--- config.mk ---
export PLATFORM = sky130hd
export DESIGN_NAME = bus_adapter
export DESIGN_NICKNAME = d
export VERILOG_FILES = /design/src/verilog/mem_bus_pkg.sv /design/src/verilog/bus_adapter.sv
export SDC_FILE = /design/constraint.sdc
export NUM_CORES = 1
export LEC_CHECK = 0
export ABC_AREA = 1
export BUFFER_PORTS_ARGS = -buffer_cell sky130_fd_sc_hd__buf_4
export CORE_AREA = 2 2 251 253
export DETAILED_ROUTE_END_ITERATION = 10
export DIE_AREA = 0 0 253 255
export PLACE_DENSITY_LB_ADDON = 0.12
export SYNTH_ARGS = -nofsm -noshare
export SYNTH_HDL_FRONTEND = slang
export SYNTH_SLANG_ARGS = --single-unit
--- constraint.sdc ---
create_clock -name vclk -period 1.35
set_input_delay 0.135 -clock vclk [all_inputs]
set_output_delay 0.135 -clock vclk [all_outputs]
set_load 0.1 [all_outputs]
--- src/verilog/mem_bus_pkg.sv ---
package mem_bus_pkg;

    localparam int WORD_W         = 32;    // core data word
    localparam int BURST_W        = 64;    // one memory beat
    localparam int WORDS_PER_LINE = 8;
    localparam int BEATS_PER_LINE = 4;
    localparam int LINE_BYTES     = 32;    // 256-bit line

    typedef logic [WORD_W-1:0]  word_t;
    typedef logic [BURST_W-1:0] burst_t;

    typedef logic [LINE_BYTES-1:0] line_mask_t;    // one bit per line byte

    // same 256 bits, word view for cache side, beat view for memory side
    typedef union packed {
        word_t  [WORDS_PER_LINE-1:0] words;    // word 0 at lsb
        burst_t [BEATS_PER_LINE-1:0] bursts;   // beat 0 at lsb
    } line_t;

endpackage : mem_bus_pkg
--- src/verilog/bus_adapter.sv ---
`timescale 1ns/1ps

module bus_adapter
    import mem_bus_pkg::*;
(
    input  word_t      address_i,     // core byte address
    input  word_t      wdata_i,
    input  logic [3:0] byte_mask_i,
    input  line_t      line_rdata_i,  // line from cache
    output word_t      rdata_o,
    output line_t      line_wdata_o,  // write word in every slot
    output line_mask_t line_mask_o
);

    logic [2:0] word_sel;    // word offset within line

    assign word_sel = address_i[4:2];

    // cache merges only masked bytes, so replicating is enough
    assign line_wdata_o.words = {WORDS_PER_LINE{wdata_i}};

    assign rdata_o = line_rdata_i.words[word_sel];

    always_comb begin
        line_mask_o = '0;
        for (int w = 0; w < WORDS_PER_LINE; w++) begin
            if (word_sel == 3'(w)) begin
                line_mask_o[w*4 +: 4] = byte_mask_i;    // 4 bytes per word
            end
        end
    end

endmodule : bus_adapter

==> metrics list <==
* Number of violations reported at the end of detailed-routing iteration 0: about 230
* Setup TNS after final layout: -159 ps
- The checks that failed: negative setup slack.
- Total global-route track usage: 0.0889
* Portion of the clock cycle consumed by the worst path in the final layout: 1.03
* Time the final worst path needs with I/O delays and setup: 1390 ps
- Fill cells in the final layout number around 7,300.
* Via density: slightly above 3
- Share of post-route cells with drive strength above 1: 0.468
- The critical path is of the input pin to output port type.
- The worst setup path is captured at an output port.
- A synthesized cell averages 4.84 µm².
* Wire length of the first global-routing pass: ~43,000 µm
* Placer Congestion: between 0.7 and 0.8
- The share of the synthesized area in compound gates (AO/OA/AOI/OAI) came to 0.
- Data arrival, critical path: 1250 ps
- From left edge to right edge, the die measures approximately 250 µm.
- The number of hold buffers added after CTS was 0.
- I/O pin count: roughly 640
- The critical path contains buffers and inverters numbering 5 combined.
* Adder-cell share of the synthesized area: 0
- Simple-gate area share of the yosys netlist: 0.539
* Commonest cells post-synth: sky130_fd_sc_hd__nand2_1, sky130_fd_sc_hd__buf_4, sky130_fd_sc_hd__nor2_1, sky130_fd_sc_hd__buf_2, sky130_fd_sc_hd__buf_6
- The largest total area in the synthesized netlist belongs to sky130_fd_sc_hd__nand2_1.
- Max stage delay on crit path: approximately 180 ps
* Number of nets still failing antenna checks after routing: 0
* # nets final: 1,449
- The worst setup path is launched from an input pin.
- Number of clock buffers in the layout: 0
* Cell with the biggest individual delay on the critical path: sky130_fd_sc_hd__buf_12
* Final worst-path setup slack: -36.0 ps
* Number of input and output port buffers inserted: 327
* Final design instance area without fill: 8740 µm²
- Relative area change from synthesis to final layout: 75.1%
* Drc violations: 0
* Pwr/cell area: roughly 440 nW/µm²
- Headroom to the max-slew limit came out at 0.500.
* Result of the run: finished with violations
* Vias after detailed routing: 5,921
* Number of global-route vias before repair: 6,287
* Yosys top cell area share: 0.512
* Final Hold Violating Endpoints: 0
- Yosys mapped the design onto 13 distinct sky130hd cell types.
* Antenna violations before repair: 4
* Largest fanout on the critical path: 8
- Row generation in the floorplan step produced 92 rows.
* Synth Instances: 1,031
- Total of max-cap violations: 0
- Setup violations remaining at the end of the flow were counted as 10.
- Sequential cell count of the final layout: 0
- Counting every net in the synthesized netlist gives about 1,400.
* Worst slack at placement: -303 ps
* Sequential-to-total area share from yosys stat: 0
* Most used cell, CP: sky130_fd_sc_hd__buf_12
- The initial utilization of the core area, before any placement, comes to 0.0803.
- Kind of cell adding the most delay to the critical path: buffers and inverters
- Setup repair after global routing could not meet its margin everywhere.
- Entering global routing, the biggest net connects 31 pins.
* Per-cell routed wire length: 16.6 µm
- The die covers 64,500 µm².
* Slew at the pin closest to its max-slew limit: roughly 750 ps
* Final Slew Violations: 0
- The total overflow left after global routing is 0.
* Max rail drop VDD: 0.186 mV
- In the post-synthesis netlist, the cell with the most instances is sky130_fd_sc_hd__nand2_1.
- The die is between 200 and 300 µm tall.
- Area taken by flip-flops and latches: 0 µm²
- Share of the synthesized netlist area taken by xor and xnor gates: 0
- After synthesis, the largest family of logic cells by area is simple AND/OR/NAND/NOR gates.
- After synthesis the cells add up to approximately 5000 µm².
* Count of synthesis-stage warnings from yosys: 0
- The core region is between 60,000 and 70,000 µm².
- Maximum clock rate: just over 0.7 GHz
- Multiplexer area fraction after synthesis: 0
- The first TritonRoute pass finished after 5 iterations.
- Yosys attributes the largest share of cell area to sky130_fd_sc_hd__nand2_1, sky130_fd_sc_hd__buf_4, sky130_fd_sc_hd__buf_6, sky130_fd_sc_hd__nor2_1, sky130_fd_sc_hd__buf_2.
* P_leak: roughly 0.0046 µW
* HPWL after DPL: 23,300 µm
- Post-Place Cell Area: 7010 µm²
- Ordered list of cells on the worst path: buf_16 -> buf_12 -> buf_12 -> buf_12 -> nand2_4 -> nand2_2 -> nand2_1 -> nand2_1 -> nand2_1 -> nand2_2 -> buf_12
- Required time at the worst-slack endpoint: approximately 1200 ps
- The final layout contains routed wiring with a total length of 32,100 µm.
* HP Class: input pin to output port
layout make-up:
type                       instances  area, µm²  share of cell area
multi-input combinational        716       3200               0.366
timing repair buffer             399       4450               0.510
inverter                           8       71.3             0.00816
antenna                            4       10.0             0.00115
tap                              799       1000               0.114
final timing paths:
kind / startpoint / endpoint / cells past startpoint
hold / removal: wdata_i[29] / line_wdata_o[93] / 0
setup / recovery: address_i[2] / rdata_o[31] / 11
where the power goes:
group | total [µW] | leakage [µW] | internal, µW | switching, µW
registers | 0 | 0 | 0 | 0
clock network | 0.000399 | 0.0000000254 | 0.000399 | 0
logic | 3830 | 0.00456 | 1630 | 2200
logic make-up (layout without fill, tap and decap cells):
kind of cell	count (synthesis)	after routing
buffers and inverters	315	407
other	0	4
AND/OR/NAND/NOR	716	716
timing repair:
item	in CTS	in global routing
buffers inserted	6	7
pin swaps	17	18
gates cloned	7	7
setup endpoints to repair	64	60
resized for setup	228	75
stage by stage:
stage          cells  hold slack (ps)  total power [µW]  utilization
2_1_floorplan   1031              482              5440            -
3_3_place_gp    1895              273              3130        0.113
3_5_place_dp    1895              273              3110        0.113
4_1_cts         1908              273              3710        0.132
5_1_grt         1925              271              4110        0.140
6_report        1926              270              3830        0.141
metal layers:
metal	vias up	share of wire	GRT usage
met5	-	0	0
met4	0	0.026	0.0237
met3	70	0.066	0.0193
met2	278	0.50	0.161
met1	2582	0.41	0.106
li1	2991	-	-
cell usage in the layout (no fill, tap or decap):
master                      Yosys  routed
sky130_fd_sc_hd__nand2_1      681     593
sky130_fd_sc_hd__buf_4        258     284
sky130_fd_sc_hd__buf_12         1      82
sky130_fd_sc_hd__nand2_2        0      81
sky130_fd_sc_hd__nor2_4         0      34
sky130_fd_sc_hd__buf_16         0      13
sky130_fd_sc_hd__buf_6         13      10
sky130_fd_sc_hd__nand2_4        0       7
sky130_fd_sc_hd__clkbuf_16      0       6
sky130_fd_sc_hd__diode_2        0       4
sky130_fd_sc_hd__inv_1          6       4
sky130_fd_sc_hd__buf_8          0       4
sky130_fd_sc_hd__clkinv_8       0       1
sky130_fd_sc_hd__nor2_2         1       1
sky130_fd_sc_hd__inv_2          0       1
sky130_fd_sc_hd__inv_4          1       1
sky130_fd_sc_hd__clkinv_16      0       1
(Power assumes the default switching activity.)
