==> src/verilog/mem_ctrl_pkg.sv <==
package mem_ctrl_pkg;

    // cache controller
    typedef enum logic [1:0] {
        CACHE_IDLE,
        CACHE_COMPARE,      // tag check, hit response
        CACHE_WRITEBACK,    // dirty victim out
        CACHE_ALLOCATE      // line fill
    } cache_state_t;

    // line port arbiter
    typedef enum logic [1:0] {
        ARB_IDLE,
        ARB_SERVE_I,
        ARB_SERVE_D
    } arb_state_t;

    // burst adaptor
    typedef enum logic [1:0] {
        ADP_IDLE,
        ADP_READ,           // collecting beats
        ADP_WRITE,          // sending beats
        ADP_RESP            // line resp to arbiter
    } adaptor_state_t;

endpackage : mem_ctrl_pkg

==> src/verilog/mem_bus_pkg.sv <==
package mem_bus_pkg;

    localparam int WORD_W         = 32;    // core data word
    localparam int BURST_W        = 64;    // one memory beat
    localparam int WORDS_PER_LINE = 8;
    localparam int BEATS_PER_LINE = 4;
    localparam int LINE_BYTES     = 32;    // 256-bit line

    typedef logic [WORD_W-1:0]  word_t;
    typedef logic [BURST_W-1:0] burst_t;

    typedef logic [LINE_BYTES-1:0] line_mask_t;    // one bit per line byte

    // same 256 bits, word view for cache side, beat view for memory side
    typedef union packed {
        word_t  [WORDS_PER_LINE-1:0] words;    // word 0 at lsb
        burst_t [BEATS_PER_LINE-1:0] bursts;   // beat 0 at lsb
    } line_t;

endpackage : mem_bus_pkg
==> src/verilog/arbiter.sv <==
`timescale 1ns/1ps

module arbiter
    import mem_bus_pkg::*;
    import mem_ctrl_pkg::*;
(
    input  logic        clk,
    input  logic        rst,
    // instruction cache
    input  logic [31:0] ipmem_address_i,
    input  logic        ipmem_read_i,
    input  logic        ipmem_write_i,
    input  line_t       ipmem_wdata_i,
    output line_t       ipmem_rdata_o,
    output logic        ipmem_resp_o,
    // data cache
    input  logic [31:0] dpmem_address_i,
    input  logic        dpmem_read_i,
    input  logic        dpmem_write_i,
    input  line_t       dpmem_wdata_i,
    output line_t       dpmem_rdata_o,
    output logic        dpmem_resp_o,
    // shared port to burst adaptor
    output logic [31:0] pmem_address_o,
    output logic        pmem_read_o,
    output logic        pmem_write_o,
    output line_t       pmem_wdata_o,
    input  line_t       pmem_rdata_i,
    input  logic        pmem_resp_i
);

    arb_state_t state_q;
    logic       serve_i, serve_d;

    assign serve_i = (state_q == ARB_SERVE_I);
    assign serve_d = (state_q == ARB_SERVE_D);

    always_ff @(posedge clk) begin
        if (rst) begin
            state_q <= ARB_IDLE;
        end else begin
            case (state_q)
                ARB_IDLE: begin
                    if (dpmem_read_i || dpmem_write_i) begin
                        state_q <= ARB_SERVE_D;    // data first
                    end else if (ipmem_read_i || ipmem_write_i) begin
                        state_q <= ARB_SERVE_I;
                    end
                end
                ARB_SERVE_I, ARB_SERVE_D: begin
                    if (pmem_resp_i) begin
                        state_q <= ARB_IDLE;       // release after resp
                    end
                end
                default: state_q <= ARB_IDLE;
            endcase
        end
    end

    // forward only the granted side, nothing while idle
    assign pmem_address_o = serve_d ? dpmem_address_i : ipmem_address_i;
    assign pmem_wdata_o   = serve_d ? dpmem_wdata_i : ipmem_wdata_i;
    assign pmem_read_o    = (serve_d && dpmem_read_i) || (serve_i && ipmem_read_i);
    assign pmem_write_o   = (serve_d && dpmem_write_i) || (serve_i && ipmem_write_i);

    assign ipmem_resp_o  = serve_i && pmem_resp_i;
    assign dpmem_resp_o  = serve_d && pmem_resp_i;
    assign ipmem_rdata_o = serve_i ? pmem_rdata_i : '0;
    assign dpmem_rdata_o = serve_d ? pmem_rdata_i : '0;

endmodule : arbiter

==> config.mk <==
export PLATFORM = sky130hd
export DESIGN_NAME = arbiter
export DESIGN_NICKNAME = d
export VERILOG_FILES = /design/src/verilog/mem_ctrl_pkg.sv /design/src/verilog/mem_bus_pkg.sv /design/src/verilog/arbiter.sv
export SDC_FILE = /design/constraint.sdc
export NUM_CORES = 1
export LEC_CHECK = 0
export BUFFER_PORTS_ARGS = -buffer_cell sky130_fd_sc_hd__buf_4
export CORE_AREA = 5 5 642 644
export DETAILED_ROUTE_END_ITERATION = 6
export DIE_AREA = 0 0 647 649
export GPL_TIMING_DRIVEN = 1
export SYNTH_ARGS = -nofsm -noshare
export SYNTH_HDL_FRONTEND = slang
export SYNTH_SLANG_ARGS = --single-unit
==> constraint.sdc <==
create_clock -name clk -period 2.45 [get_ports clk]
set_clock_uncertainty 0.1 [all_clocks]
set_input_delay 0.1225 -clock clk [delete_from_list [all_inputs] [get_ports clk]]
set_output_delay 0.1225 -clock clk [all_outputs]
set_load 0.005 [all_outputs]
==> impl_results.md <==
* Setup ws final at 0.151 ns
* DR WL/cell at 49.7 um
* Yosys cell types at 22
* Total number of placement rows at 234
* PortBufs at 1642
* Top FF cell, synth: dfxtp_1
* Dpl hpwl at 390 mm
* RSZ-0062 raised after global routing: false
* Vias per Instance at 2.08
* Worst-case clock buffer depth at 2
* Final Slew Violations at 0
* Biggest register: state_q
* Synth top area share at 50.2%
* Setup Buffers After CTS at 0
* Slew at the pin closest to its max-slew limit at 0.447 ns
* Total CTS buffers at 3
* Largest regs: state_q x2
* Starting density of the core at 2.07%
* Syn_area_per_cell at 9.21 um^2
* Run status: complete, no violations
* Setup TNS at 0 ns
* Clock Tree Root: clkbuf_16
* Critical Path Fanout Max at 35
* Core box area at 405000 um^2
* Crit path time final at 2.30 ns
* Synth Instances at 910
* Synth-to-layout area growth at 231%
* Yosys top cell by area: mux2_4
* #FFs+latches synth at 2
* Grt ovf at 0
* Die Area at 420000 um^2
* Initial antenna violation count at 475
* Ranking of synthesized cells by area: mux2_4, and2_1, buf_8, clkbuf_2, buf_6
* Fraction of layout cells with a size suffix above 1 at 78.8%
* Syn_nets at 1752
* Iteration-0 DRC Markers at 1075
* Post-synthesis sequential area ratio at 0.478%
* H-tree depth at 1
* Final period utilization at 93.8%
* Post-DRT Antenna Nets at 0
* First-pass DRT Iterations at 5
* Clock transition at path regs at 0.03 ns
* Req. time, crit path at 2.23 ns
* Leakage at 12.2 nW
* Max FFs per register at 2
* Post-Place Worst Slack at 0.386 ns
* Vias at 16700
* Clk_lat worst skew at 0.22 ns
* Post-synth EDFFs at 0
* Chip height at 649 um
* Fraction of registers with async set/reset at 0%
* GRT Util Overall at 18.2%
* Vias in the first global route at 15300
* Peak supply drop at 0.197 mV
* TritonCTS clock tree: yes
* I/O pin count at 1643
* Max-Cap Viols at 0
* Setup violation total in the final timing report at 0
* Worst Path Arrival at 2.08 ns
* Power density cells at 348 nW/um^2
* Clock Sinks at 2
* Slew headroom at 70.2%
* Aggregate routed wire length at 399 mm
* Highest clock rate at 0.435 GHz
* First-pass GRT wire length at 433 mm
* Die width at 647 um
* Synth warn at 0
* Crit start category: flip-flop
* # DRC at 0
* Crit. End Element: output pin
* Pin count of the biggest net entering global routing at 60
* Nets at 3355
* Placer Congestion at 1.19
* Post-Syn Area at 8380 um^2
* Worst hold path type: in2reg
* Endpoints failing hold at 0
* Critical path class: reg2out
cells in the final DEF, fill, tap and decap left out:
cell type / n
a211oi_1: 1
a21oi_1: 2
a22o_1: 2
and2_1: 514
buf_12: 22
buf_4: 1664
clkbuf_16: 3
dfxtp_1: 2
diode_2: 105
dlygate4sd3_1: 1
ha_1: 1
ha_4: 2
inv_1: 2
mux2_2: 8
mux2_4: 280
nand2b_1: 1
nand3b_1: 1
nor2_1: 1
nor2b_1: 1
nor3b_1: 1
o21ai_0: 2
cells by family after synthesis:
logic type	Yosys count	share of synthesized area (%)
compound gates	7	0.537
fa+ha+maj	3	0.448
buf+inv	91	8.57
flops	2	0.478
mux	288	51.2
simple gates	519	38.7
critical path: stages, from the launching register on:
cell and delay [ns]:
dfxtp_1 0.32, inv_1 0.14, ha_4 0.20, buf_12 0.15
buf_12 0.19, buf_12 0.28, mux2_4 0.34, buf_4 0.14
per-layer routing:
metal / vias to the layer above / wire (um) / track usage, %
met3: 828 / 68000 / 14.1
met4: 182 / 11600 / 3.39
li1: 6300 / - / -
met1: 7463 / 116000 / 15.3
met5: - / 1320 / 1.28
met2: 1933 / 203000 / 33.5
synth_stat cells (3+ instances only):
master / instances
ha_1: 3
buf_4: 3
clkbuf_1: 28
mux2_2: 8
buf_6: 10
and2_1: 514
mux2_4: 280
buf_8: 20
clkbuf_2: 24
cell type report:
| type | instances | area [um^2] |
|---|---|---|
| multi-input combinational | 817 | 7650 |
| clock buffer | 3 | 75.1 |
| inverter | 2 | 7.51 |
| timing repair buffer | 1687 | 12900 |
| antenna | 105 | 263 |
| sequential | 2 | 40.0 |
| tap | 5428 | 6790 |
| fill | 47900 | 377000 |
where the power goes:
group	internal, W	switching (W)	total [W]
Sequential	0.0000377	0.00000541	0.0000432
Clock	0.000207	0.0000362	0.000244
Combinational	0.00426	0.00511	0.00937
stage by stage:
stage                     cells  instance area (um^2)  total power, W  utilization (%)  hold slack (ns)
after floorplan             910                  8380         0.00294                -           0.0916
after global placement     7935                 27400         0.00969             6.77            0.216
after detailed placement   7935                 27400         0.00977             6.77            0.227
after CTS                  7939                 27500          0.0100             6.79            0.194
after global routing       8017                 27700          0.0102             6.84            0.232
final                      8044                 27800         0.00966             6.85            0.189
path summary, 6_finish.rpt:
path                startpoint          endpoint  slack, ns  depth (start not counted)
setup / recovery    state_q[0]  pmem_wdata_o[96]       0.15                          7
hold / removal    ipmem_read_i        state_q[0]       0.19                          3
setup reg to reg    state_q[0]        state_q[1]       0.96                          5
hold reg to reg     state_q[1]        state_q[1]       0.47                          2
timing repair:
item,CTS,global route
hold buffers,1,0
gates resized for setup,0,0
hold endpoints to repair,2,0
(Power assumes the default switching activity.)
