**config.mk**
```make
export PLATFORM = sky130hd
export DESIGN_NAME = cacheline_adaptor
export DESIGN_NICKNAME = d
export VERILOG_FILES = /design/src/verilog/mem_ctrl_pkg.sv /design/src/verilog/mem_bus_pkg.sv /design/src/verilog/cacheline_adaptor.sv
export SDC_FILE = /design/constraint.sdc
export NUM_CORES = 1
export LEC_CHECK = 0
export BUFFER_PORTS_ARGS = -buffer_cell sky130_fd_sc_hd__buf_2
export CAP_MARGIN = 20
export CORE_AREA = 2 2 273 275
export DETAILED_ROUTE_END_ITERATION = 8
export DIE_AREA = 0 0 275 277
export GPL_ROUTABILITY_DRIVEN = 1
export GPL_TIMING_DRIVEN = 0
export PLACE_DENSITY = 0.43
export REMOVE_ABC_BUFFERS = 1
export SLEW_MARGIN = 10
export SYNTH_ARGS = -nofsm -noshare
export SYNTH_HDL_FRONTEND = slang
export SYNTH_SLANG_ARGS = --single-unit
```
**constraint.sdc**
```tcl
create_clock -name clk -period 2.7 [get_ports clk]
set_input_delay 0.27 -clock clk [delete_from_list [all_inputs] [get_ports clk]]
set_output_delay 0.27 -clock clk [all_outputs]
set_load 0.01 [all_outputs]
```
**src/verilog/mem_ctrl_pkg.sv**
```systemverilog
package mem_ctrl_pkg;

    // cache controller
    typedef enum logic [1:0] {
        CACHE_IDLE,
        CACHE_COMPARE,      // tag check, hit response
        CACHE_WRITEBACK,    // dirty victim out
        CACHE_ALLOCATE      // line fill
    } cache_state_t;

    // line port arbiter
    typedef enum logic [1:0] {
        ARB_IDLE,
        ARB_SERVE_I,
        ARB_SERVE_D
    } arb_state_t;

    // burst adaptor
    typedef enum logic [1:0] {
        ADP_IDLE,
        ADP_READ,           // collecting beats
        ADP_WRITE,          // sending beats
        ADP_RESP            // line resp to arbiter
    } adaptor_state_t;

endpackage : mem_ctrl_pkg

```
**src/verilog/mem_bus_pkg.sv**
```systemverilog
package mem_bus_pkg;

    localparam int WORD_W         = 32;    // core data word
    localparam int BURST_W        = 64;    // one memory beat
    localparam int WORDS_PER_LINE = 8;
    localparam int BEATS_PER_LINE = 4;
    localparam int LINE_BYTES     = 32;    // 256-bit line

    typedef logic [WORD_W-1:0]  word_t;
    typedef logic [BURST_W-1:0] burst_t;

    typedef logic [LINE_BYTES-1:0] line_mask_t;    // one bit per line byte

    // same 256 bits, word view for cache side, beat view for memory side
    typedef union packed {
        word_t  [WORDS_PER_LINE-1:0] words;    // word 0 at lsb
        burst_t [BEATS_PER_LINE-1:0] bursts;   // beat 0 at lsb
    } line_t;

endpackage : mem_bus_pkg
```
**src/verilog/cacheline_adaptor.sv**
```systemverilog
`timescale 1ns/1ps

module cacheline_adaptor
    import mem_bus_pkg::*;
    import mem_ctrl_pkg::*;
(
    input  logic        clk,
    input  logic        rst,
    // line side
    input  logic [31:0] address_i,
    input  line_t       line_i,
    input  logic        read_i,
    input  logic        write_i,
    output line_t       line_o,
    output logic        resp_o,
    // burst memory side
    output logic [31:0] address_o,
    output burst_t      burst_o,
    output logic        read_o,
    output logic        write_o,
    input  burst_t      burst_i,
    input  logic        resp_i
);

    localparam int CNT_W = $clog2(BEATS_PER_LINE);

    adaptor_state_t   state_q;
    logic [CNT_W-1:0] beat_q;      // current beat
    logic [31:0]      addr_q;
    line_t            line_q;      // assembled or outgoing line
    logic             last_beat;

    assign last_beat = (beat_q == CNT_W'(BEATS_PER_LINE - 1));

    always_ff @(posedge clk) begin
        if (rst) begin
            state_q <= ADP_IDLE;
            beat_q  <= '0;
        end else begin
            case (state_q)
                ADP_IDLE: begin
                    beat_q <= '0;
                    if (read_i) begin
                        state_q <= ADP_READ;
                    end else if (write_i) begin
                        state_q <= ADP_WRITE;
                    end
                end
                ADP_READ, ADP_WRITE: begin
                    if (resp_i) begin
                        beat_q <= beat_q + 1'b1;
                        if (last_beat) begin
                            state_q <= ADP_RESP;    // resp one cycle later
                        end
                    end
                end
                ADP_RESP: state_q <= ADP_IDLE;
                default:  state_q <= ADP_IDLE;
            endcase
        end
    end

    always_ff @(posedge clk) begin
        if (state_q == ADP_IDLE && (read_i || write_i)) begin
            addr_q <= address_i;
            if (!read_i) begin
                line_q <= line_i;    // outgoing line
            end
        end
        if (state_q == ADP_READ && resp_i) begin
            line_q.bursts[beat_q] <= burst_i;
        end
    end

    assign address_o = addr_q;
    assign burst_o   = line_q.bursts[beat_q];
    assign read_o    = (state_q == ADP_READ);
    assign write_o   = (state_q == ADP_WRITE);
    assign resp_o    = (state_q == ADP_RESP);
    assign line_o    = line_q;

endmodule : cacheline_adaptor

```
==> impl_metrics.toml <==
[finish]
drive_above_1_share_pct = 34.0
seq_area_sq_um = 6170
utilization_pct = 30.6
multiInputGateArea_sq_um = 6250
fillerInstances = 7755
nNetsFinal = 2901
area_growth_pct = 72.3
antenna-diode-count = 0

[synthesis]
syn_avg_cell_area_sq_um = 8.46
ys_ff_latch = 292
yosysWarningCount = 0
synth_top_area_share_pct = 39.9
yosysSeqAreaShare_pct = 47.2
synthFlopType = "dfxtp_1"
synth_edf_count = 32
ys_top_cells_by_area = "dfxtp_1, nand2_1, a31oi_1"
synthArstFlopShare_pct = 0
syn_area_sq_um = 13100
synth_area_leader_cell = "dfxtp_1"
syn_inst = 1544
synth_cell_types = 25

[place]
port_buffers = 711
gp_congestion = 0.826
pre_cts_slack_ns = -0.630
place_hpwl_mm = 44.8

[global_routing]
antenna_found_initial = 5
top_usage_layer = "met2"
grt_use_total_pct = 15.1
grt_pass1_wl_mm = 90.4
grt-ovfl-total = 0
globalRouteMet3Util_pct = 3.81
grt_use_met2_pct = 26.2
grtUsageMet1_pct = 17.3
grt_pass1_vias = 15600
grt_max_degree = 59

[timing]
drv_slew = 0
finalSetupViolations = 0
max_slew_margin_pct = 20.2
fin_crit_ns = 2.55
fmax_mhz = 392
period_share_pct = 94.4
hold_viol = 0
layout_setup_ws_ns = 0.150
tightest_slew_ns = 1.20
rsz0062_at_grt = "no"
skew_ns = 0.0320

[setup_path]
cp_data_required_time_ns = 3.20
crit_arrival_ns = 3.05
cp_max_fo = 45
cp-end-kind = "register"
start_kind = "register"
path_class = "register to register"

[clock_tree]
cts_max_level = 2
insertion_delay_ns = 0.56
cts.clk_slew.worst_paths_ns = 0.06
cts_tree = "yes"
clockBufferDepth = 3
clock-root-buffer = "clkbuf_16"
clock-sinks = 292
cts_made_buffers = 38

[routing]
wirelength_mm = 61.7
drt_pass1_iterations = 5
viasPerCell = 4.37
drc = 0
ant_nets = 0
wl_per_cell_um = 17.5
drt_first_iter_violations = 773
vias = 15400

[pwr]
powerDensity_nw_per_um2 = 1060
swShare_pct = 38.3
power.internal_w = 0.0147
p_clk_share_pct = 22.0
sequentialPowerShare_pct = 35.0
leakage_nw = 10.2
power_switching_w = 0.00910
comb_power_share_pct = 43.0
ir_worst_vdd_mv = 0.560

[die]
row_count = 100
core_sq_um = 73600
die_y_um = 277
die_w_um = 275
die_area_sq_um = 76200
start_util_pct = 17.8
ioPinCount = 712

[worst_hold_path]
hold_class = "input pin to register"

[job]
max_cap_violations = 0

[run_status]
status = "complete, no violations"
==> worst max-delay path: stages, from the launching register on <==
cell	delay (ns)
dfxtp_1	0.34
inv_1	0.16
ha_4	0.25
and3b_4	0.57
buf_12	0.30
nand2_1	0.08
a31oi_1	0.17
dlygate4sd3_1	0.58
==> what timing repair did <==
action | 4_1_cts | 5_1_grt
buffers inserted | 2 | 1
cloned | 0 | 1
endpoints found under the setup margin | 86 | 36
gates resized for setup | 1 | 3
hold buffers | 339 | 0
pin swaps | 1 | 2
endpoints found under the hold margin | 286 | 0
==> power groups by stage <==
| stage | combinational [W] | clock, W | sequential [W] |
|---|---|---|---|
| final | 0.0102 | 0.00523 | 0.00833 |
| after global placement | 0.00984 | 0 | 0.00870 |
| after global routing | 0.0111 | 0.00555 | 0.00860 |
| after CTS | 0.0103 | 0.00539 | 0.00833 |
| after floorplan | 0.00422 | 0 | 0.00904 |
| after detailed placement | 0.00966 | 0 | 0.00839 |
==> registers in the layout (all words and copies together) (netlist names) <==
| signal | cells |
|---|---|
| state_q | 2 |
| beat_q | 2 |
| address_o | 32 |
| line_o | 256 |
==> cell usage after synthesis (2+ instances only) <==
cell type  instances
a21oi_1            4
a31oi_1          256
buf_1              5
buf_2             51
buf_4             18
buf_6             12
clkbuf_1          43
dfxtp_1          260
edfxtp_1          32
ha_1               8
inv_1              4
mux2i_1            2
mux4_2            64
nand2_1          513
nand3_1            6
nor2_1           257
==> cell families after synthesis <==
family / Yosys count / share of synthesized area [%]
AO/OA/AOI/OAI: 264 / 12.7
adder cells (fa/ha/maj): 8 / 0.766
buffers and inverters: 133 / 5.52
flip-flops: 292 / 47.2
multiplexers: 66 / 11.2
AND/OR/NAND/NOR: 781 / 22.6
==> metrics by stage <==
stage	hold WS [ns]	instance area, sq um	setup TNS (ns)	cells	power, W
2_1_floorplan	0.339	12400	-919.52	1415	0.0133
3_3_place_gp	0.449	17100	-2176.68	3095	0.0185
3_5_place_dp	0.448	17800	-21.65	3124	0.0180
4_1_cts	0.000254	22500	0	3532	0.0240
5_1_grt	0.00168	22500	0	3532	0.0253
6_report	0.0349	22500	0	3532	0.0238
==> placed cells by master (no fill, tap or decap), types with 5 or more instances in the layout <==
| cell | netlist | layout |
|---|---|---|
| dfxtp_1 | 260 | 257 |
| buf_8 | 0 | 10 |
| buf_16 | 0 | 15 |
| buf_2 | 51 | 711 |
| dlygate4sd3_1 | 0 | 339 |
| mux4_2 | 64 | 64 |
| clkbuf_1 | 43 | 8 |
| ha_1 | 8 | 7 |
| edfxtp_1 | 32 | 32 |
| clkinv_1 | 0 | 5 |
| clkbuf_16 | 0 | 41 |
| nor2_1 | 257 | 257 |
| a31oi_1 | 256 | 256 |
| nand2_1 | 513 | 513 |
| clkbuf_8 | 0 | 5 |
==> metal layers <==
metal	vias to the layer above	wire length (um)	share of wire, %
li1	7309	-	-
met3	146	5010	8.1
met4	8	2540	4.1
met1	7277	24200	39
met5	-	47	0.076
met2	706	30000	49
==> final timing paths <==
check | slack [ns] | cells past startpoint | to | from
max | 0.15 | 7 | line_o[217] | state_q[0]
min | 0.03 | 3 | line_o[245] | burst_i[53]
max reg2reg | 0.15 | 7 | line_o[217] | state_q[0]
min reg2reg | 0.48 | 2 | line_o[132] | line_o[132]
==> cell type report <==
class | count | share of cell area [%]
Clock inverter | 13 | 0.628
Sequential cell | 292 | 27.4
Multi-Input combinational cell | 1120 | 27.8
Inverter | 4 | 0.0667
Clock buffer | 54 | 5.00
Timing Repair Buffer | 1080 | 33.7
Tap cell | 969 | 5.39
Power figures use the tool's default switching activity.
