`config.mk`:
```
export PLATFORM = sky130hd
export DESIGN_NAME = cache
export DESIGN_NICKNAME = d
export VERILOG_FILES = /design/src/verilog/mem_ctrl_pkg.sv /design/src/verilog/mem_bus_pkg.sv /design/src/verilog/cache.sv
export SDC_FILE = /design/constraint.sdc
export NUM_CORES = 2
export LEC_CHECK = 0
export CAP_MARGIN = 40
export CORE_AREA = 2 2 440 442
export CTS_CLUSTER_DIAMETER = 60
export DETAILED_ROUTE_END_ITERATION = 6
export DIE_AREA = 0 0 442 444
export DONT_BUFFER_PORTS = 1
export GPL_TIMING_DRIVEN = 0
export PLACE_DENSITY = 0.68
export SLEW_MARGIN = 20
export SYNTH_ARGS = -nofsm -noshare
export SYNTH_HDL_FRONTEND = slang
export SYNTH_SLANG_ARGS = --single-unit
```
`constraint.sdc`:
```
create_clock -name clk -period 47.5 [get_ports clk]
set_input_delay 0 -clock clk [delete_from_list [all_inputs] [get_ports clk]]
set_output_delay 0 -clock clk [all_outputs]
set_load 0.01 [all_outputs]
```
`src/verilog/mem_ctrl_pkg.sv`:
```
package mem_ctrl_pkg;

    // cache controller
    typedef enum logic [1:0] {
        CACHE_IDLE,
        CACHE_COMPARE,      // tag check, hit response
        CACHE_WRITEBACK,    // dirty victim out
        CACHE_ALLOCATE      // line fill
    } cache_state_t;

    // line port arbiter
    typedef enum logic [1:0] {
        ARB_IDLE,
        ARB_SERVE_I,
        ARB_SERVE_D
    } arb_state_t;

    // burst adaptor
    typedef enum logic [1:0] {
        ADP_IDLE,
        ADP_READ,           // collecting beats
        ADP_WRITE,          // sending beats
        ADP_RESP            // line resp to arbiter
    } adaptor_state_t;

endpackage : mem_ctrl_pkg

```
`src/verilog/mem_bus_pkg.sv`:
```
package mem_bus_pkg;

    localparam int WORD_W         = 32;    // core data word
    localparam int BURST_W        = 64;    // one memory beat
    localparam int WORDS_PER_LINE = 8;
    localparam int BEATS_PER_LINE = 4;
    localparam int LINE_BYTES     = 32;    // 256-bit line

    typedef logic [WORD_W-1:0]  word_t;
    typedef logic [BURST_W-1:0] burst_t;

    typedef logic [LINE_BYTES-1:0] line_mask_t;    // one bit per line byte

    // same 256 bits, word view for cache side, beat view for memory side
    typedef union packed {
        word_t  [WORDS_PER_LINE-1:0] words;    // word 0 at lsb
        burst_t [BEATS_PER_LINE-1:0] bursts;   // beat 0 at lsb
    } line_t;

endpackage : mem_bus_pkg
```
`src/verilog/cache.sv`:
```
`timescale 1ns/1ps

module cache
    import mem_bus_pkg::*;
    import mem_ctrl_pkg::*;
#(
    parameter int NUM_SETS = 8
) (
    input  logic        clk,
    input  logic        rst,
    // core side
    input  logic [31:0] mem_address_i,
    input  logic        mem_read_i,
    input  logic        mem_write_i,
    input  line_mask_t  mem_byte_enable_i,
    input  line_t       mem_wdata_i,
    output line_t       mem_rdata_o,
    output logic        mem_resp_o,
    // line port toward arbiter
    output logic [31:0] pmem_address_o,
    output logic        pmem_read_o,
    output logic        pmem_write_o,
    output line_t       pmem_wdata_o,
    input  line_t       pmem_rdata_i,
    input  logic        pmem_resp_i
);

    localparam int OFF_W = 5;                      // 32-byte line
    localparam int IDX_W = $clog2(NUM_SETS);
    localparam int TAG_W = 32 - IDX_W - OFF_W;

    cache_state_t state_q, state_d;

    // registered request
    logic [31:0] req_addr_q;
    logic        req_write_q;
    line_t       req_wdata_q;
    line_mask_t  req_mask_q;

    // arrays
    logic [TAG_W-1:0] tag_q [NUM_SETS];
    line_t            data_q [NUM_SETS];
    logic [NUM_SETS-1:0] valid_q;
    logic [NUM_SETS-1:0] dirty_q;

    logic [IDX_W-1:0] req_idx;
    logic [TAG_W-1:0] req_tag;
    logic             hit;
    line_t            merged;     // stored line with write bytes applied

    assign req_idx = req_addr_q[OFF_W +: IDX_W];
    assign req_tag = req_addr_q[31 -: TAG_W];
    assign hit     = valid_q[req_idx] && (tag_q[req_idx] == req_tag);

    always_comb begin
        merged = data_q[req_idx];
        for (int w = 0; w < WORDS_PER_LINE; w++) begin
            for (int b = 0; b < 4; b++) begin
                if (req_mask_q[w*4 + b]) begin
                    merged.words[w][b*8 +: 8] = req_wdata_q.words[w][b*8 +: 8];
                end
            end
        end
    end

    always_comb begin
        state_d        = state_q;
        mem_resp_o     = 1'b0;
        mem_rdata_o    = data_q[req_idx];
        pmem_read_o    = 1'b0;
        pmem_write_o   = 1'b0;
        pmem_wdata_o   = data_q[req_idx];                        // victim line
        pmem_address_o = {req_tag, req_idx, {OFF_W{1'b0}}};      // fill address
        case (state_q)
            CACHE_IDLE: begin
                if (mem_read_i || mem_write_i) begin
                    state_d = CACHE_COMPARE;
                end
            end
            CACHE_COMPARE: begin
                if (hit) begin
                    mem_resp_o = 1'b1;
                    state_d    = CACHE_IDLE;
                end else if (valid_q[req_idx] && dirty_q[req_idx]) begin
                    state_d = CACHE_WRITEBACK;
                end else begin
                    state_d = CACHE_ALLOCATE;
                end
            end
            CACHE_WRITEBACK: begin
                pmem_write_o   = 1'b1;
                pmem_address_o = {tag_q[req_idx], req_idx, {OFF_W{1'b0}}};  // old line
                if (pmem_resp_i) begin
                    state_d = CACHE_ALLOCATE;
                end
            end
            CACHE_ALLOCATE: begin
                pmem_read_o = 1'b1;
                if (pmem_resp_i) begin
                    state_d = CACHE_COMPARE;    // retry as a hit
                end
            end
            default: state_d = CACHE_IDLE;
        endcase
    end

    always_ff @(posedge clk) begin
        if (rst) begin
            state_q <= CACHE_IDLE;
            valid_q <= '0;
            dirty_q <= '0;
        end else begin
            state_q <= state_d;
            if (state_q == CACHE_COMPARE && hit && req_write_q) begin
                dirty_q[req_idx] <= 1'b1;
            end else if (state_q == CACHE_ALLOCATE && pmem_resp_i) begin
                valid_q[req_idx] <= 1'b1;
                dirty_q[req_idx] <= 1'b0;    // fresh from memory
            end
        end
    end

    always_ff @(posedge clk) begin
        if (state_q == CACHE_IDLE && (mem_read_i || mem_write_i)) begin
            req_addr_q  <= mem_address_i;
            req_write_q <= mem_write_i;
            req_wdata_q <= mem_wdata_i;
            req_mask_q  <= mem_byte_enable_i;
        end
        if (state_q == CACHE_COMPARE && hit && req_write_q) begin
            data_q[req_idx] <= merged;
        end
        if (state_q == CACHE_ALLOCATE && pmem_resp_i) begin
            data_q[req_idx] <= pmem_rdata_i;
            tag_q[req_idx]  <= req_tag;
        end
    end

endmodule : cache

```
==> metrics.cfg <==
[timing]
fmax_mhz=164.9
fin_crit_ps=6063
drv_slew=0
rsz0062_at_grt=no
setup_violations=0
slew_headroom_pct=40.54
setup_tns_ps=0
max_slew.worst_pin.slew_ps=891.8
hold_violations=0
post-route-period-util_pct=12.77
finalClockSkew_ps=54.23

[status]
outcome=finished, final reports clean

[routing]
drc=0
vias=56460
drt_iter0_drc=6068
ant_nets=0
drt_wl_total_um=283700
wl_per_cell_um=30.69
drtPass1Iterations=5
viasPerCell=6.108

[die]
pin_count=1128
dieHeight_um=444
die_area_sq_um=196200
fp-row-count=161
core_area_sq_um=191600
die_w_um=442
start_util_pct=53.41

[synth]
yosysWarnings=0
synth_flop_cell=edfxtp_1
synthAdderAreaFrac_pct=0.04891
synth-compound-area-share_pct=2.015
ys_seq_area_share_pct=75.42
synth_area_sq_um=102300
syn_area_per_cell_sq_um=20.44
synth_simple_gate_area_share_pct=1.549
synth_edf_count=2556
synthArstFlopShare_pct=0
synthDistinctLibCells=59
synth_top_family_by_area=multiplexers
synthCells=5007
synthMuxAreaShare_pct=17.80
ys_ff_latch=2577
yosys.area_share.xor_xnor_pct=0.1272

[flow_run]
cap_violations=0

[global_route]
grt_max_degree=92
globalRouteTotalUtil_pct=28.55
globalRoute.totalOverflow=0
grt_pass1_vias=57680
grt_first_pass_wirelength_um=404300
antenna_found_initial=20

[setup_path]
endpoint_kind=flop
worst_setup_path_start_kind=flop
crit_family=buffers and inverters
cp_slowest_cell=or4_1
arrival_ps=6650
crit_path_frequent_cell=buf_16
cp_slowest_stage_delay_ps=600
crit_chain=buf_6 > buf_6 > nor2_1 > clkbuf_1 > a22o_1 > nor3_1 > nor4_1 > nand4_1 > or4_1 > buf_2 > buf_6 > a21oi_4 > buf_16 > buf_8 > buf_16 > buf_16 > buf_16 > buf_8 > buf_16
critPathKind=flop to flop
crit_path_max_fanout=17
path_buf_inv=12
crit_required_ps=48090

[clock_tree]
clock-sinks=2577
numCtsBuffers=284
clock_path_buffers=4
insertion_delay_ps=940
clkTransAtPathRegs_ps=60
root_buffer=clkbuf_16
htreeDepth=5
cts_tree=yes

[pwr]
power.internal_w=0.005322
p_sw_share_pct=33.40
leakagePower_nw=43.79
vdd_ir_drop_max_uv=52.18
powerDensity_nw_per_um2=61.79
p_switching_w=0.002669
p_comb_share_pct=34.9
power_frac_clock_pct=26.1
total_power_w=0.007991
pwr-share-seq_pct=39.0

[hold_path]
hp-start=pmem_rdata_i[22]
hold_class=input port to flop

[placement]
dp_hpwl_um=184500
globalplace.congestion=0.8668
port_buffers=0

[final_layout]
drive_gt1_share_pct=26.38
fin_nets=7093
synthToLayoutAreaGrowth_pct=26.39

==> power groups by stage <==
| stage | Sequential (W) | Clock [W] | Combinational (W) |
|---|---|---|---|
| 2_1_floorplan | 0.00317 | 0 | 0.00176 |
| 3_3_place_gp | 0.00324 | 0 | 0.00252 |
| 3_5_place_dp | 0.00316 | 0 | 0.00267 |
| 6_report | 0.00312 | 0.00208 | 0.00279 |
| 4_1_cts | 0.00311 | 0.00210 | 0.00275 |
| 5_1_grt | 0.00313 | 0.00219 | 0.00293 |
==> sequential cells by signal, summed over array words and instances (netlist names), named ones only <==
| signal | count |
|---|---|
| req_write_q | 1 |
| state_q | 2 |
| req_addr_q | 27 |
| valid_q | 8 |
| req_mask_q | 32 |
| tag_q | 192 |
| data_q | 2048 |
| req_wdata_q | 256 |
==> stage by stage <==
step | std cells | utilization (%) | area, sq um | hold WS (ps) | worst slack [ps]
floorplan | 5011 | - | 102300 | 98.87 | 31490
global placement | 7537 | 55.07 | 105500 | 98.92 | 16700
CTS | 9207 | 67.39 | 129100 | 0.1086 | 41420
global route | 9237 | 67.50 | 129300 | 37.24 | 41260
finish | 9245 | 67.51 | 129300 | 53.87 | 41440
detailed placement | 7779 | 57.93 | 111000 | 98.91 | 41460
==> worst paths after layout <==
| check | endpoint | slack [ps] | cells past startpoint |
|---|---|---|---|
| max | data_q[0][216] | 41440 | 19 |
| min | data_q[4][22] | 50 | 3 |
| max reg2reg | data_q[0][216] | 41440 | 19 |
| min reg2reg | flop | 490 | 2 |
==> metal layers <==
metal	global-route usage, %	up-vias	wire length [um]
met5	0	-	43
met4	14.06	6	14670
met3	4.743	704	20570
met2	47.85	3286	143100
met1	36.50	29290	105400
li1	-	23180	-
==> cells by family after synthesis <==
family	Yosys count
flip-flops	2577
multiplexers	1126
buffers and inverters	547
AND/OR/NAND/NOR	379
AO/OA/AOI/OAI	359
XOR/XNOR	14
adder cells (fa/ha/maj)	4
other	1
==> synth_stat cells (all sizes together) (18+ instances only) <==
cell | instances | area (sq um)
a21oi | 278 | 1391
a22o | 24 | 210.2
buf | 391 | 2522
clkbuf | 137 | 514.2
dfxtp | 21 | 420.4
edfxtp | 2556 | 76750
inv | 18 | 67.56
mux2 | 269 | 3029
mux2i | 330 | 3316
mux4 | 527 | 11870
nand2 | 23 | 86.33
nor2 | 286 | 1074
==> tightest hold or removal path, stage by stage <==
cell           delay (ps)
dlygate4sd3_1         530
nor2_1                100
a21oi_1               120
==> area by class of cell <==
| cell class | instances | area, sq um |
|---|---|---|
| diodes | 18 | 45.04 |
| plain buffers | 528 | 3080 |
| clock buffers | 346 | 7488 |
| clock inverters | 133 | 1135 |
| fillers | 11500 | 62240 |
| inverters | 19 | 78.83 |
| multi-input cells | 1887 | 22160 |
| flip-flops and latches | 2577 | 77170 |
| well taps | 2526 | 3161 |
| repair buffers | 1211 | 15010 |
==> what timing repair did <==
| action | in CTS | in global routing |
|---|---|---|
| endpoints found under the setup margin | 0 | 0 |
| resized for setup | 0 | 0 |
| hold endpoints to repair | 2385 | 0 |
| hold buffers | 949 | 0 |
| setup buffers | 0 | 0 |
==> placed cells by master (no fill, tap or decap), types with 15 or more instances in the layout <==
cell	count
buf_16	152
dfxtp_1	21
mux2_2	269
a22o_1	24
mux4_2	527
diode_2	18
nand2_1	23
mux2i_1	329
nor2_1	285
nor3_1	15
dlygate4sd3_1	949
clkbuf_2	22
clkbuf_1	170
a22oi_1	15
buf_8	24
nand3_1	15
clkinv_2	32
clkbuf_16	291
buf_1	97
buf_2	20
buf_6	63
edfxtp_1	2556
buf_4	277
bufinv_16	17
clkinv_1	59
a21oi_1	270
Note: power is estimated with default switching activity, not from simulation.
